===== src/common/dsm_pkg.sv =====
/*
 * Shared package for the delta-sigma modulator
 * Word widths, sample and accumulator types, three-level output codes,
 * feedback levels, quantizer thresholds and clamp limits,
 * fixed loop filter coefficients
 */
package dsm_pkg;

	// Sample word is 11 bits signed with 9 fractional bits
	// Bit 9 weighs 1.0 V and bit 10 is sign plus headroom
	localparam int SAMPLE_W = 11;
	localparam int FRAC_BITS = 9;

	// Full product of two samples
	localparam int ACC_W = 2 * SAMPLE_W;

	// Filter order
	localparam int NUM_STATES = 4;

	// Voltage word, also used for dither and filter output
	typedef logic signed [SAMPLE_W-1:0] sample_t;

	// Product and accumulator word
	// Back to sample_t by taking bits 19 down to 9
	typedef logic signed [ACC_W-1:0] acc_t;

	// Output level code
	typedef logic [1:0] level_t;

	// Legal level codes, 2'b10 is never driven
	localparam level_t LEVEL_ZERO = 2'b00;
	localparam level_t LEVEL_POS = 2'b01;
	localparam level_t LEVEL_NEG = 2'b11;

	// Feedback voltages for the outer levels
	// +0.5 V
	localparam sample_t VIN_FS_HALF = 11'sh100;
	// -0.5 V
	localparam sample_t VIN_FS_HALF_NEG = 11'sh700;

	// Decision points of the ternary quantizer
	// -0.25 V between -1 and 0
	localparam sample_t THRESH_LOW = 11'sh780;
	// +0.25 V between 0 and +1
	localparam sample_t THRESH_HIGH = 11'sh080;

	// Clamp limits of the quantizer sum, just under +2.0 and -2.0 V
	localparam sample_t SAMPLE_MAX = 11'sh3FF;
	localparam sample_t SAMPLE_MIN = 11'sh400;

	// First row of A, scaled by 2^9 and rounded
	// Rows 1 to 3 are a plain shift of the state vector
	// -0.00195
	localparam sample_t COEF_A0_0 = 11'sh7FF;
	// -1.99805
	localparam sample_t COEF_A0_1 = 11'sh401;
	// -0.00195
	localparam sample_t COEF_A0_2 = 11'sh7FF;
	// -1.0
	localparam sample_t COEF_A0_3 = 11'sh600;

	// Output row C
	// -0.8809
	localparam sample_t COEF_C_0 = 11'sh63D;
	// +0.0664
	localparam sample_t COEF_C_1 = 11'sh022;
	// -0.6094
	localparam sample_t COEF_C_2 = 11'sh6C8;
	// +0.0234
	localparam sample_t COEF_C_3 = 11'sh00C;

	// Direct feedthrough D, about -0.025
	localparam sample_t COEF_D = 11'sh7F3;

endpackage


===== src/loop_filter/loop_filter.sv =====
/*
 * Four-state discrete state-space loop filter
 * Feedback level to voltage mapping and error formation
 * A0 row and C row multiply-accumulate in acc_t, truncation to sample_t
 */
module loop_filter
	import dsm_pkg::*;
(
	input  logic    clock,
	input  logic    reset,

	// Step strobe
	input  logic    sample_i,

	// Modulator input voltage
	input  sample_t vin_i,

	// Registered output level of the previous step
	input  level_t  level_i,

	// Filter output from present state and present error
	output sample_t filt_o
);

	// Level code mapped back to a voltage
	sample_t fb_volt;

	// Error u between input and feedback
	sample_t err_u;

	// State vector x(n)
	sample_t state_q [NUM_STATES];

	// Coefficient rows as arrays for the MAC loops
	sample_t coef_a0 [NUM_STATES];
	sample_t coef_c  [NUM_STATES];

	// Wide sums
	acc_t a0_acc;
	acc_t y_acc;

	// A0 row sum cut back to a sample
	sample_t a0_trunc;

	// Next value of the first state
	sample_t x0_next;

	assign coef_a0[0] = COEF_A0_0;
	assign coef_a0[1] = COEF_A0_1;
	assign coef_a0[2] = COEF_A0_2;
	assign coef_a0[3] = COEF_A0_3;

	assign coef_c[0] = COEF_C_0;
	assign coef_c[1] = COEF_C_1;
	assign coef_c[2] = COEF_C_2;
	assign coef_c[3] = COEF_C_3;

	// Feedback DAC model
	// Code 10 cannot occur and falls to zero
	always_comb begin
		case (level_i)
			LEVEL_POS: fb_volt = VIN_FS_HALF;
			LEVEL_NEG: fb_volt = VIN_FS_HALF_NEG;
			default:   fb_volt = '0;
		endcase
	end

	// Unity forward gain on the input
	assign err_u = vin_i - fb_volt;

	// A0 row product sum
	// Operands sign extended to full product width before the multiply
	always_comb begin
		a0_acc = '0;
		for (int i = 0; i < NUM_STATES; i++) begin
			a0_acc = a0_acc + acc_t'(coef_a0[i]) * acc_t'(state_q[i]);
		end
	end

	// Drop the 9 extra fractional bits and the top guard bits
	assign a0_trunc = a0_acc[FRAC_BITS+SAMPLE_W-1:FRAC_BITS];

	// B is a unit vector, so u enters the first state only
	assign x0_next = a0_trunc + err_u;

	// Output row C times state plus D times u
	always_comb begin
		y_acc = acc_t'(COEF_D) * acc_t'(err_u);
		for (int i = 0; i < NUM_STATES; i++) begin
			y_acc = y_acc + acc_t'(coef_c[i]) * acc_t'(state_q[i]);
		end
	end

	// Same cut as the state path
	assign filt_o = y_acc[FRAC_BITS+SAMPLE_W-1:FRAC_BITS];

	// State register
	// New first state from the A0 row, the rest shift down by one
	always_ff @(posedge clock) begin
		if (reset) begin
			for (int i = 0; i < NUM_STATES; i++) begin
				state_q[i] <= '0;
			end
		end else if (sample_i) begin
			state_q[0] <= x0_next;
			for (int i = 1; i < NUM_STATES; i++) begin
				state_q[i] <= state_q[i-1];
			end
		end
	end

endmodule


===== src/source/ternary_quantizer.sv =====
/*
 * Ternary quantizer
 * Dithered three-way sum with clamp, threshold decision,
 * registered level code and valid strobe
 */
module ternary_quantizer
	import dsm_pkg::*;
(
	input  logic    clock,
	input  logic    reset,

	// Step strobe
	input  logic    sample_i,

	// Loop filter output
	input  sample_t filt_i,

	// Modulator input, added ahead of the decision
	input  sample_t vin_i,

	// Dither word
	input  sample_t dither_i,

	// Registered decision
	output level_t  level_o,

	// One cycle after each strobe
	output logic    level_valid_o
);

	// Two guard bits cover the sum of three samples
	logic signed [SAMPLE_W+1:0] sum_wide;

	// Sum saturated into the sample range
	sample_t sum_clamped;

	// Combinational level decision
	level_t level_next;

	// Signed operands extend to the sum width
	assign sum_wide = filt_i + vin_i + dither_i;

	// Saturate instead of wrapping so a large sum keeps its sign
	always_comb begin
		if (sum_wide > SAMPLE_MAX) begin
			sum_clamped = SAMPLE_MAX;
		end else if (sum_wide < SAMPLE_MIN) begin
			sum_clamped = SAMPLE_MIN;
		end else begin
			sum_clamped = sum_wide[SAMPLE_W-1:0];
		end
	end

	// Three-level decision at -0.25 and +0.25 V
	always_comb begin
		if (sum_clamped < THRESH_LOW) begin
			level_next = LEVEL_NEG;
		end else if (sum_clamped < THRESH_HIGH) begin
			level_next = LEVEL_ZERO;
		end else begin
			level_next = LEVEL_POS;
		end
	end

	// Level held between strobes
	always_ff @(posedge clock) begin
		if (reset) begin
			level_o <= LEVEL_ZERO;
		end else if (sample_i) begin
			level_o <= level_next;
		end
	end

	// Valid follows every strobe, back to back included
	always_ff @(posedge clock) begin
		if (reset) begin
			level_valid_o <= 1'b0;
		end else begin
			level_valid_o <= sample_i;
		end
	end

endmodule


===== src/source/dsm_top.sv =====
/*
 * Three-level delta-sigma modulator top
 * Loop filter and ternary quantizer with level feedback
 */
module dsm_top
	import dsm_pkg::*;
(
	input  logic    clock,
	input  logic    reset,

	// One modulator step per high cycle
	input  logic    sample_i,

	// Input voltage, read on strobe edges only
	input  sample_t vin_i,

	// External dither added ahead of the decision
	input  sample_t dither_i,

	// Registered level code for the H-bridge PWM
	output level_t  level_o,

	// High in the cycle after each strobe
	output logic    level_valid_o
);

	// Combinational loop filter output
	sample_t filt;

	// Noise shaping filter
	// Error is formed inside from vin and the fed-back level
	loop_filter u_loop_filter (
		.clock    (clock),
		.reset    (reset),
		.sample_i (sample_i),
		.vin_i    (vin_i),
		.level_i  (level_o),
		.filt_o   (filt)
	);

	// Sum of filter output, input and dither
	// Decision registered on the same strobe edge as the filter state
	ternary_quantizer u_ternary_quantizer (
		.clock         (clock),
		.reset         (reset),
		.sample_i      (sample_i),
		.filt_i        (filt),
		.vin_i         (vin_i),
		.dither_i      (dither_i),
		.level_o       (level_o),
		.level_valid_o (level_valid_o)
	);

endmodule


===== config.mk =====
export PLATFORM = sky130hd
export DESIGN_NAME = dsm_top
export DESIGN_NICKNAME = d
export VERILOG_FILES = /design/src/common/dsm_pkg.sv /design/src/loop_filter/loop_filter.sv /design/src/source/ternary_quantizer.sv /design/src/source/dsm_top.sv
export SDC_FILE = /design/constraint.sdc
export NUM_CORES = 1
export LEC_CHECK = 0
export ABC_AREA = 0
export BUFFER_PORTS_ARGS = -buffer_cell sky130_fd_sc_hd__clkbuf_2
export CAP_MARGIN = 20
export CORE_MARGIN = 2
export CORE_UTILIZATION = 50
export CTS_CLUSTER_DIAMETER = 40
export DETAILED_ROUTE_END_ITERATION = 8
export GPL_ROUTABILITY_DRIVEN = 0
export HOLD_SLACK_MARGIN = 0.03
export PLACE_DENSITY = 0.66
export SYNTH_ARGS = -nofsm -noshare
export SYNTH_HDL_FRONTEND = slang
export SYNTH_HIERARCHICAL = 1
export SYNTH_SLANG_ARGS = --single-unit

===== constraint.sdc =====
create_clock -name clock -period 29.3 [get_ports clock]
set_input_delay 8.79 -clock clock [delete_from_list [all_inputs] [get_ports clock]]
set_output_delay 8.79 -clock clock [all_outputs]
set_load 0.02 [all_outputs]

==> qor.txt, run 1 <==
CP Capture Type: register
clk root buf: clkbuf_16
drt wl/cell: 16.0 µm
Post-DRT Antenna Nets: 0
pins over their slew limit: 0
Cells after DPL: 1746
P&R area growth vs syn: 5.24%
worst hold path class: register to register
Setup CP Type: input port to register
Tcrit/Tclk final: 57.0%
outcome: finished clean
H-tree depth: 2
setup violators final: 0
Post-DP HPWL: 25.1 mm
core region area: 27000 µm²
first-pass GRT wire length: 47.5 mm
sequential cell area fraction in the yosys report: 10.1%
flop and latch count out of synthesis: 47
Cell variety after synth: 72
CP peak stage delay: 0.57 ns
Worst Hold End: u_ternary_quantizer/level_o[0]$_SDFFE_PP0P_
worst path required time: 29.50 ns
vias per cell: 5.10
Post-Syn Instances: 1382
worst r2r src: u_loop_filter/state_q[2][2]$_SDFFCE_PN0P_
relative slew slack: 47.7%
Main synth FF type: edfxtp_1
CTS resizes: 0
final hold violations: 0
CTS tree: done
Worst-Skew Late Latency: 0.31 ns
YS warnings: 6
final worst path period need: 16.70 ns
DR vias: 8941
PortBufs: 27
min-delay src: u_ternary_quantizer/level_o[0]$_SDFFE_PP0P_
Post-CTS Setup Bufs: 0
largest net degree at the start of global routing: 45
initial DRC count: 475
RR Endpoint: u_ternary_quantizer/level_o[0]$_SDFFE_PP0P_
initial core utilization: 50.8%
cell mode on critical path: fa_1
syn nets: 1927
setup TNS: 0 ns
initial antenna violation count: 0
CP max-delay cell: fa_1
CTS Buffer Depth: 2
commonest non-fill, non-tap cell in the layout: inv_1
max_cap viols: 0
layout cells sized above 1: 4.39%
r2r setup slk: 18.55 ns
Nets: 1957
Mapped Area: 13700 µm²
vias in the first global route: 9336
Chip Height: 169 µm
commonest cells after routing, fill and taps aside: 395 x inv_1, 316 x ha_1, 204 x fa_1
drc violations: 0
synthesized area per cell: 9.91 µm²
clock slew at reported path FFs: 0.08 ns
Detailed Route WL: 28.1 mm
# rows: 60
GRT Util Overall: 21.3%
fin cells: 1754
die width: 169 µm
CTS Buf Count: 5
worst-margin pin slew: 0.781 ns
# IOs: 28
Crit Path Max Fanout: 5
die area: 28700 µm²
ys async rst share: 0%
Arr. time, crit path: 16.90 ns
Peak Freq: 59.9 MHz
GR Overflow Total: 0
Post-synth EDFFs: 44
first-pass detailed-route iteration total: 5
CP startpoint kind: input port
Hold Buf Count CTS: 0
Sink Count: 47
Worst Hold Path Cells: 2
Worst Reg-to-Reg Cells: 37
unrepaired setup endpoints after global routing: no
Antenna diodes: 0
Clock Skews: 0.0191 ns
critical path: cells and delay by family:
family / cells / cell delay (ns)
compound gates: 8 / 1.74
xor+xnor: 2 / 0.46
fa+ha+maj: 11 / 4.89
buf+inv: 8 / 0.50
simple gates: 3 / 0.48
metrics by stage:
stage | util (%) | instance area (µm²) | hold slack [ns] | setup slack (ns)
after detailed placement | 52.8 | 14200 | 0.647 | 12.22
after global placement | 52.8 | 14200 | 0.647 | 12.36
after floorplan | - | 13700 | 0.641 | 12.87
after CTS | 53.5 | 14400 | 0.663 | 12.56
final | 53.5 | 14400 | 0.655 | 12.60
after global routing | 53.5 | 14400 | 0.692 | 12.16
layer usage:
layer | vias to the layer above | GRT usage, % | routed length [µm]
met1 | 4380 | 30.3 | 13100
met3 | 23 | 2.15 | 1020
met2 | 120 | 35.6 | 13500
li1 | 4418 | - | -
met4 | 0 | 4.24 | 501
met5 | - | 0 | 0
registers in the layout, indices dropped and copies added, names as in the netlist:
signal / cells
u_loop_filter/state_q: 44
u_ternary_quantizer/level_o: 2
u_ternary_quantizer/level_valid_o: 1
synth_stat cells, drive strengths merged, types with 12 or more instances:
cell type	number	share of area [%]
a21o	15	0.83
nand3	12	0.44
inv	395	11
fa	204	30
edfxtp	44	9.6
o21ai	28	1.1
xnor2	80	5.1
ha	316	29
nor3	13	0.48
nor2	83	2.3
a21oi	35	1.3
nand2	20	0.55
xor2	16	1.0
cell families after synthesis:
logic type | share of synthesized area, %
adders and majority gates | 58.7
muxes | 0.402
AOI/OAI and AO/OA | 6.77
and+or+nand+nor | 6.62
buffers and inverters | 11.1
xor gates and xnor gates | 6.30
DFF | 10.1
final cells by class:
cell class                      count  area, µm²
Sequential cell                    47       1380
Inverter                          395       1480
Fill cell                        2440      12500
Multi-Input combinational cell    933      10800
Clock inverter                      3       46.3
Timing Repair Buffer               30        158
Tap cell                          341        427
Clock buffer                        5        125
worst max-delay path by stage:
stage                                                  endpoint     start  cells after the start
floorplan           u_ternary_quantizer/level_o[0]$_SDFFE_PP0P_  vin_i[8]                     33
finish              u_ternary_quantizer/level_o[0]$_SDFFE_PP0P_  vin_i[8]                     32
global route        u_ternary_quantizer/level_o[0]$_SDFFE_PP0P_  vin_i[8]                     32
global placement    u_ternary_quantizer/level_o[0]$_SDFFE_PP0P_  vin_i[8]                     32
detailed placement  u_ternary_quantizer/level_o[0]$_SDFFE_PP0P_  vin_i[8]                     32
CTS                 u_ternary_quantizer/level_o[0]$_SDFFE_PP0P_  vin_i[8]                     32
Power of run 1 is left out: the tool's default activity adds up to more than one toggle a clock period on the data nets, which glitch-free logic cannot reach.
==> inputs of run 2 (changes only) <==
- clock period: 29.3 -> 16.1 ns (I/O delays scaled with it)
==> qor.txt, run 2 (synthesis gave the netlist of run 1 again) <==
outcome: finished clean
worst-margin pin slew: 0.823 ns
setup TNS: 0 ns
CP peak stage delay: 0.58 ns
relative slew slack: 44.8%
CTS tree: done
Crit. Startpoint: vin_i[8]
final worst path period need: 12.74 ns
worst r2r src: u_loop_filter/state_q[2][2]$_SDFFCE_PN0P_
CTS Buf Count: 5
CTS Buffer Depth: 2
drt wl/cell: 16.1 µm
CP startpoint kind: input port
number of fill cells: 2451
biggest registers after layout: u_loop_filter/state_q: 44 flops, u_ternary_quantizer/level_o: 2 flops, u_ternary_quantizer/level_valid_o: 1 flops
Tcrit/Tclk final: 79.1%
Worst setup endpoint: u_ternary_quantizer/level_o[0]$_SDFFE_PP0P_
commonest non-fill, non-tap cell in the layout: inv_1
worst hold path class: register to register
Hold Buf Count CTS: 0
initial core utilization: 50.8%
Crit Path Max Fanout: 5
first-pass detailed-route iteration total: 5
Clock Skews: 0.0165 ns
Setup CP Type: input port to register
worst path required time: 16.31 ns
GRT Util Overall: 21.2%
PortBufs: 27
Largest register FFs: 44
max_cap viols: 0
Detailed Route WL: 28.2 mm
H-tree depth: 2
Peak Freq: 78.5 MHz
pins over their slew limit: 0
Post-CTS Setup Bufs: 0
initial DRC count: 427
CP max-delay cell: fa_1
layout cells sized above 1: 4.39%
Arr. time, crit path: 12.95 ns
P&R area growth vs syn: 5.24%
Sink Count: 47
cell mode on critical path: fa_1
drc violations: 0
commonest cells after routing, fill and taps aside: 395 x inv_1, 316 x ha_1, 204 x fa_1
final hold violations: 0
Post-DRT Antenna Nets: 0
initial antenna violation count: 0
Largest Register: u_loop_filter/state_q
r2r setup slk: 5.36 ns
first-pass GRT wire length: 47.1 mm
Worst-Skew Late Latency: 0.32 ns
clk root buf: clkbuf_16
Nets: 1957
setup violators final: 0
unrepaired setup endpoints after global routing: no
Chip Height: 169 µm
die width: 169 µm
DR vias: 8981
core region area: 27000 µm²
Post-DP HPWL: 25.0 mm
# IOs: 28
Antenna diodes: 0
GR Overflow Total: 0
clock slew at reported path FFs: 0.08 ns
largest net degree at the start of global routing: 45
vias in the first global route: 9219
Worst Reg-to-Reg Cells: 37
vias per cell: 5.12
die area: 28700 µm²
CTS resizes: 0
Final Hold Slack: 0.648 ns
RR Endpoint: u_ternary_quantizer/level_o[0]$_SDFFE_PP0P_
# rows: 60
CP Capture Type: register
==> run 2: critical path: cells and delay by family <==
family,cells,cell delay [ns]
compound gates,8,1.73
simple gates,3,0.48
buf+inv,8,0.51
fa+ha+maj,11,4.91
xor+xnor,2,0.48
==> run 2: how the worst min path moves through the flow <==
stage / from / end / depth (start not counted)
finish: u_ternary_quantizer/level_o[0]$_SDFFE_PP0P_ / u_ternary_quantizer/level_o[0]$_SDFFE_PP0P_ / 2
floorplan: u_loop_filter/state_q[2][3]$_SDFFCE_PN0P_ / u_loop_filter/state_q[3][3]$_SDFFCE_PN0P_ / 2
CTS: u_ternary_quantizer/level_o[0]$_SDFFE_PP0P_ / u_ternary_quantizer/level_o[0]$_SDFFE_PP0P_ / 2
global placement: u_ternary_quantizer/level_o[0]$_SDFFE_PP0P_ / u_ternary_quantizer/level_o[0]$_SDFFE_PP0P_ / 2
global route: u_ternary_quantizer/level_o[0]$_SDFFE_PP0P_ / u_ternary_quantizer/level_o[0]$_SDFFE_PP0P_ / 2
detailed placement: u_ternary_quantizer/level_o[0]$_SDFFE_PP0P_ / u_ternary_quantizer/level_o[0]$_SDFFE_PP0P_ / 2
==> run 2: final cells by class <==
| cell class | instances | area [µm²] | share of cell area, % |
|---|---|---|---|
| clock buffer | 5 | 125 | 0.868 |
| clock inverter | 3 | 46.3 | 0.321 |
| inverter | 395 | 1480 | 10.3 |
| multi-input combinational | 933 | 10800 | 74.9 |
| sequential | 47 | 1380 | 9.59 |
| tap | 341 | 427 | 2.96 |
| timing repair buffer | 30 | 158 | 1.09 |
==> run 2: stage by stage <==
step           cell area [µm²]  util, %  cells  worst slack [ns]
2_1_floorplan            13700        -   1382              3.63
3_3_place_gp             14200     52.8   1746              3.12
3_5_place_dp             14200     52.8   1746              3.01
4_1_cts                  14400     53.5   1754              3.35
5_1_grt                  14400     53.5   1754              2.90
6_report                 14400     53.5   1754              3.36
==> run 2: metal layers <==
metal	track usage [%]	share of wire, %
met2	34.6	47
met1	30.3	47
met5	0	0
met3	2.33	3.5
met4	5.20	2.1
Power of run 2 is left out for the same reason.
==> inputs of run 3 (changes only) <==
- ABC_AREA: 0 -> 1
- clock period: 16.1 -> 13.1 ns (I/O delays scaled with it)
==> qor.txt, run 3 <==
CTS Buffer Depth: 2
CP peak stage delay: 0.53 ns
drt wl/cell: 15.2 µm
Post-synth EDFFs: 44
sequential cell area fraction in the yosys report: 9.62%
commonest non-fill, non-tap cell in the layout: inv_1
Nets: 2238
drc violations: 0
Worst-Skew Late Latency: 0.31 ns
syn nets: 2205
top cells by area, synth: fa_1 28%, ha_1 28%, inv_1 12%
YS warnings: 6
final hold violations: 0
DR vias: 10506
initial DRC count: 554
Main synth FF type: edfxtp_1
Post-DRT Antenna Nets: 0
area leader, netlist: fa_1
initial antenna violation count: 0
Cell variety after synth: 47
worst-margin pin slew: 0.719 ns
Worst Hold Path Cells: 2
grt met2 use: 38.0%
worst hold path class: register to register
CP max-delay cell: fa_1
final worst path period need: 11.43 ns
biggest registers after layout: u_loop_filter/state_q: 44 flops, u_ternary_quantizer/level_o: 2 flops, u_ternary_quantizer/level_valid_o: 1 flops
core region area: 28500 µm²
initial core utilization: 50.4%
Hold Buf Count CTS: 0
largest net degree at the start of global routing: 45
top-count cell post-synth: inv_1
CTS tree: done
# rows: 62
number of fill cells: 2690
first-pass detailed-route iteration total: 5
die width: 173 µm
outcome: finished clean
commonest cells after routing, fill and taps aside: 467 x inv_1, 316 x ha_1, 231 x nand2_1
worst path required time: 13.30 ns
Peak Freq: 87.5 MHz
cell mode on critical path: nand2_1
first-pass GRT wire length: 53.6 mm
setup violators final: 0
Post-Syn Instances: 1660
# IOs: 28
clock slew at reported path FFs: 0.08 ns
vias in the first global route: 10933
ys async rst share: 0%
CP startpoint kind: input port
setup TNS: 0 ns
Post-DP HPWL: 28.0 mm
relative slew slack: 52.1%
Clock Skews: 0.00883 ns
vias per cell: 5.06
Tcrit/Tclk final: 87.2%
PortBufs: 27
Worst Reg-to-Reg Cells: 45
flop and latch count out of synthesis: 47
layout cells sized above 1: 3.90%
Crit Path Max Fanout: 12
P&R area growth vs syn: 5.52%
CTS resizes: 0
CTS Buf Count: 5
CP Capture Type: register
GRT Util Overall: 22.3%
Post-CTS Setup Bufs: 0
Mapped Area: 14400 µm²
GR Overflow Total: 0
Arr. time, crit path: 11.63 ns
die area: 30100 µm²
clk root buf: clkbuf_16
GRT Max-Usage Layer: met2
H-tree depth: 2
Chip Height: 173 µm
Yosys top cell area share: 28.4%
met1 usage: 31.2%
max_cap viols: 0
Commonest cells post-synth: 467 x inv_1, 316 x ha_1, 231 x nand2_1, 204 x fa_1, 87 x nor2_1
synthesized area per cell: 8.65 µm²
unrepaired setup endpoints after global routing: no
Sink Count: 47
Largest register FFs: 44
Setup CP Type: input port to register
Largest Register: u_loop_filter/state_q
final core utilization: 53.2%
grt met3 use: 1.71%
pins over their slew limit: 0
Antenna diodes: 0
Detailed Route WL: 31.6 mm
## run 3: logic make-up (layout without fill, tap and decap cells)
logic type	Yosys count	count (layout)	synth area share (%)
adders and majority gates	520	520	56.0
buffers and inverters	476	510	12.5
AOI/OAI and AO/OA	128	128	5.17
xor gates and xnor gates	66	66	4.16
DFF	47	47	9.62
and+or+nand+nor	423	423	12.6
## run 3: path summary, 6_finish.rpt
kind / start / endpoint / slack (ns)
setup reg to reg: u_loop_filter/state_q[2][2]$_SDFFCE_PN0P_ / u_ternary_quantizer/level_o[0]$_SDFFE_PP0P_ / 3.11
hold reg to reg: u_ternary_quantizer/level_o[1]$_SDFFE_PP0P_ / u_ternary_quantizer/level_o[1]$_SDFFE_PP0P_ / 0.58
setup / recovery: vin_i[8] / u_ternary_quantizer/level_o[0]$_SDFFE_PP0P_ / 1.67
hold / removal: u_ternary_quantizer/level_o[1]$_SDFFE_PP0P_ / u_ternary_quantizer/level_o[1]$_SDFFE_PP0P_ / 0.58
## run 3: layer usage
metal / wire length (µm) / vias to the layer above / share of wire (%)
li1: - / 5171 / -
met4: 682 / 0 / 2.2
met5: 0 / - / 0
met1: 14700 / 5111 / 46
met2: 15100 / 189 / 48
met3: 1190 / 35 / 3.7
## run 3: final cells by class
class	instances	area [µm²]	share of cell area [%]
clock inverter	3	43.8	0.289
clock buffer	5	125	0.826
multi-input combinational	1137	11200	73.8
sequential	47	1380	9.12
timing repair buffer	30	158	1.04
inverter	472	1770	11.7
tap	384	480	3.17
## run 3: per-stage QoR
step | worst slack, ns | hold WS [ns] | std cells | instance area [µm²]
after detailed placement | 1.32 | 0.588 | 2070 | 15000
after CTS | 1.64 | 0.599 | 2078 | 15200
after global routing | 1.02 | 0.613 | 2078 | 15200
after global placement | 1.49 | 0.587 | 2070 | 15000
final | 1.67 | 0.584 | 2078 | 15200
after floorplan | 2.12 | 0.604 | 1660 | 14400
## run 3: critical path, delay by kind of cell
family,cells,cell delay [ns]
XOR/XNOR,1,0.17
adder cells (fa/ha/maj),11,4.39
AO/OA/AOI/OAI,1,0.27
AND/OR/NAND/NOR,23,2.23
buffers and inverters,9,0.61
Power of run 3 is left out for the same reason.
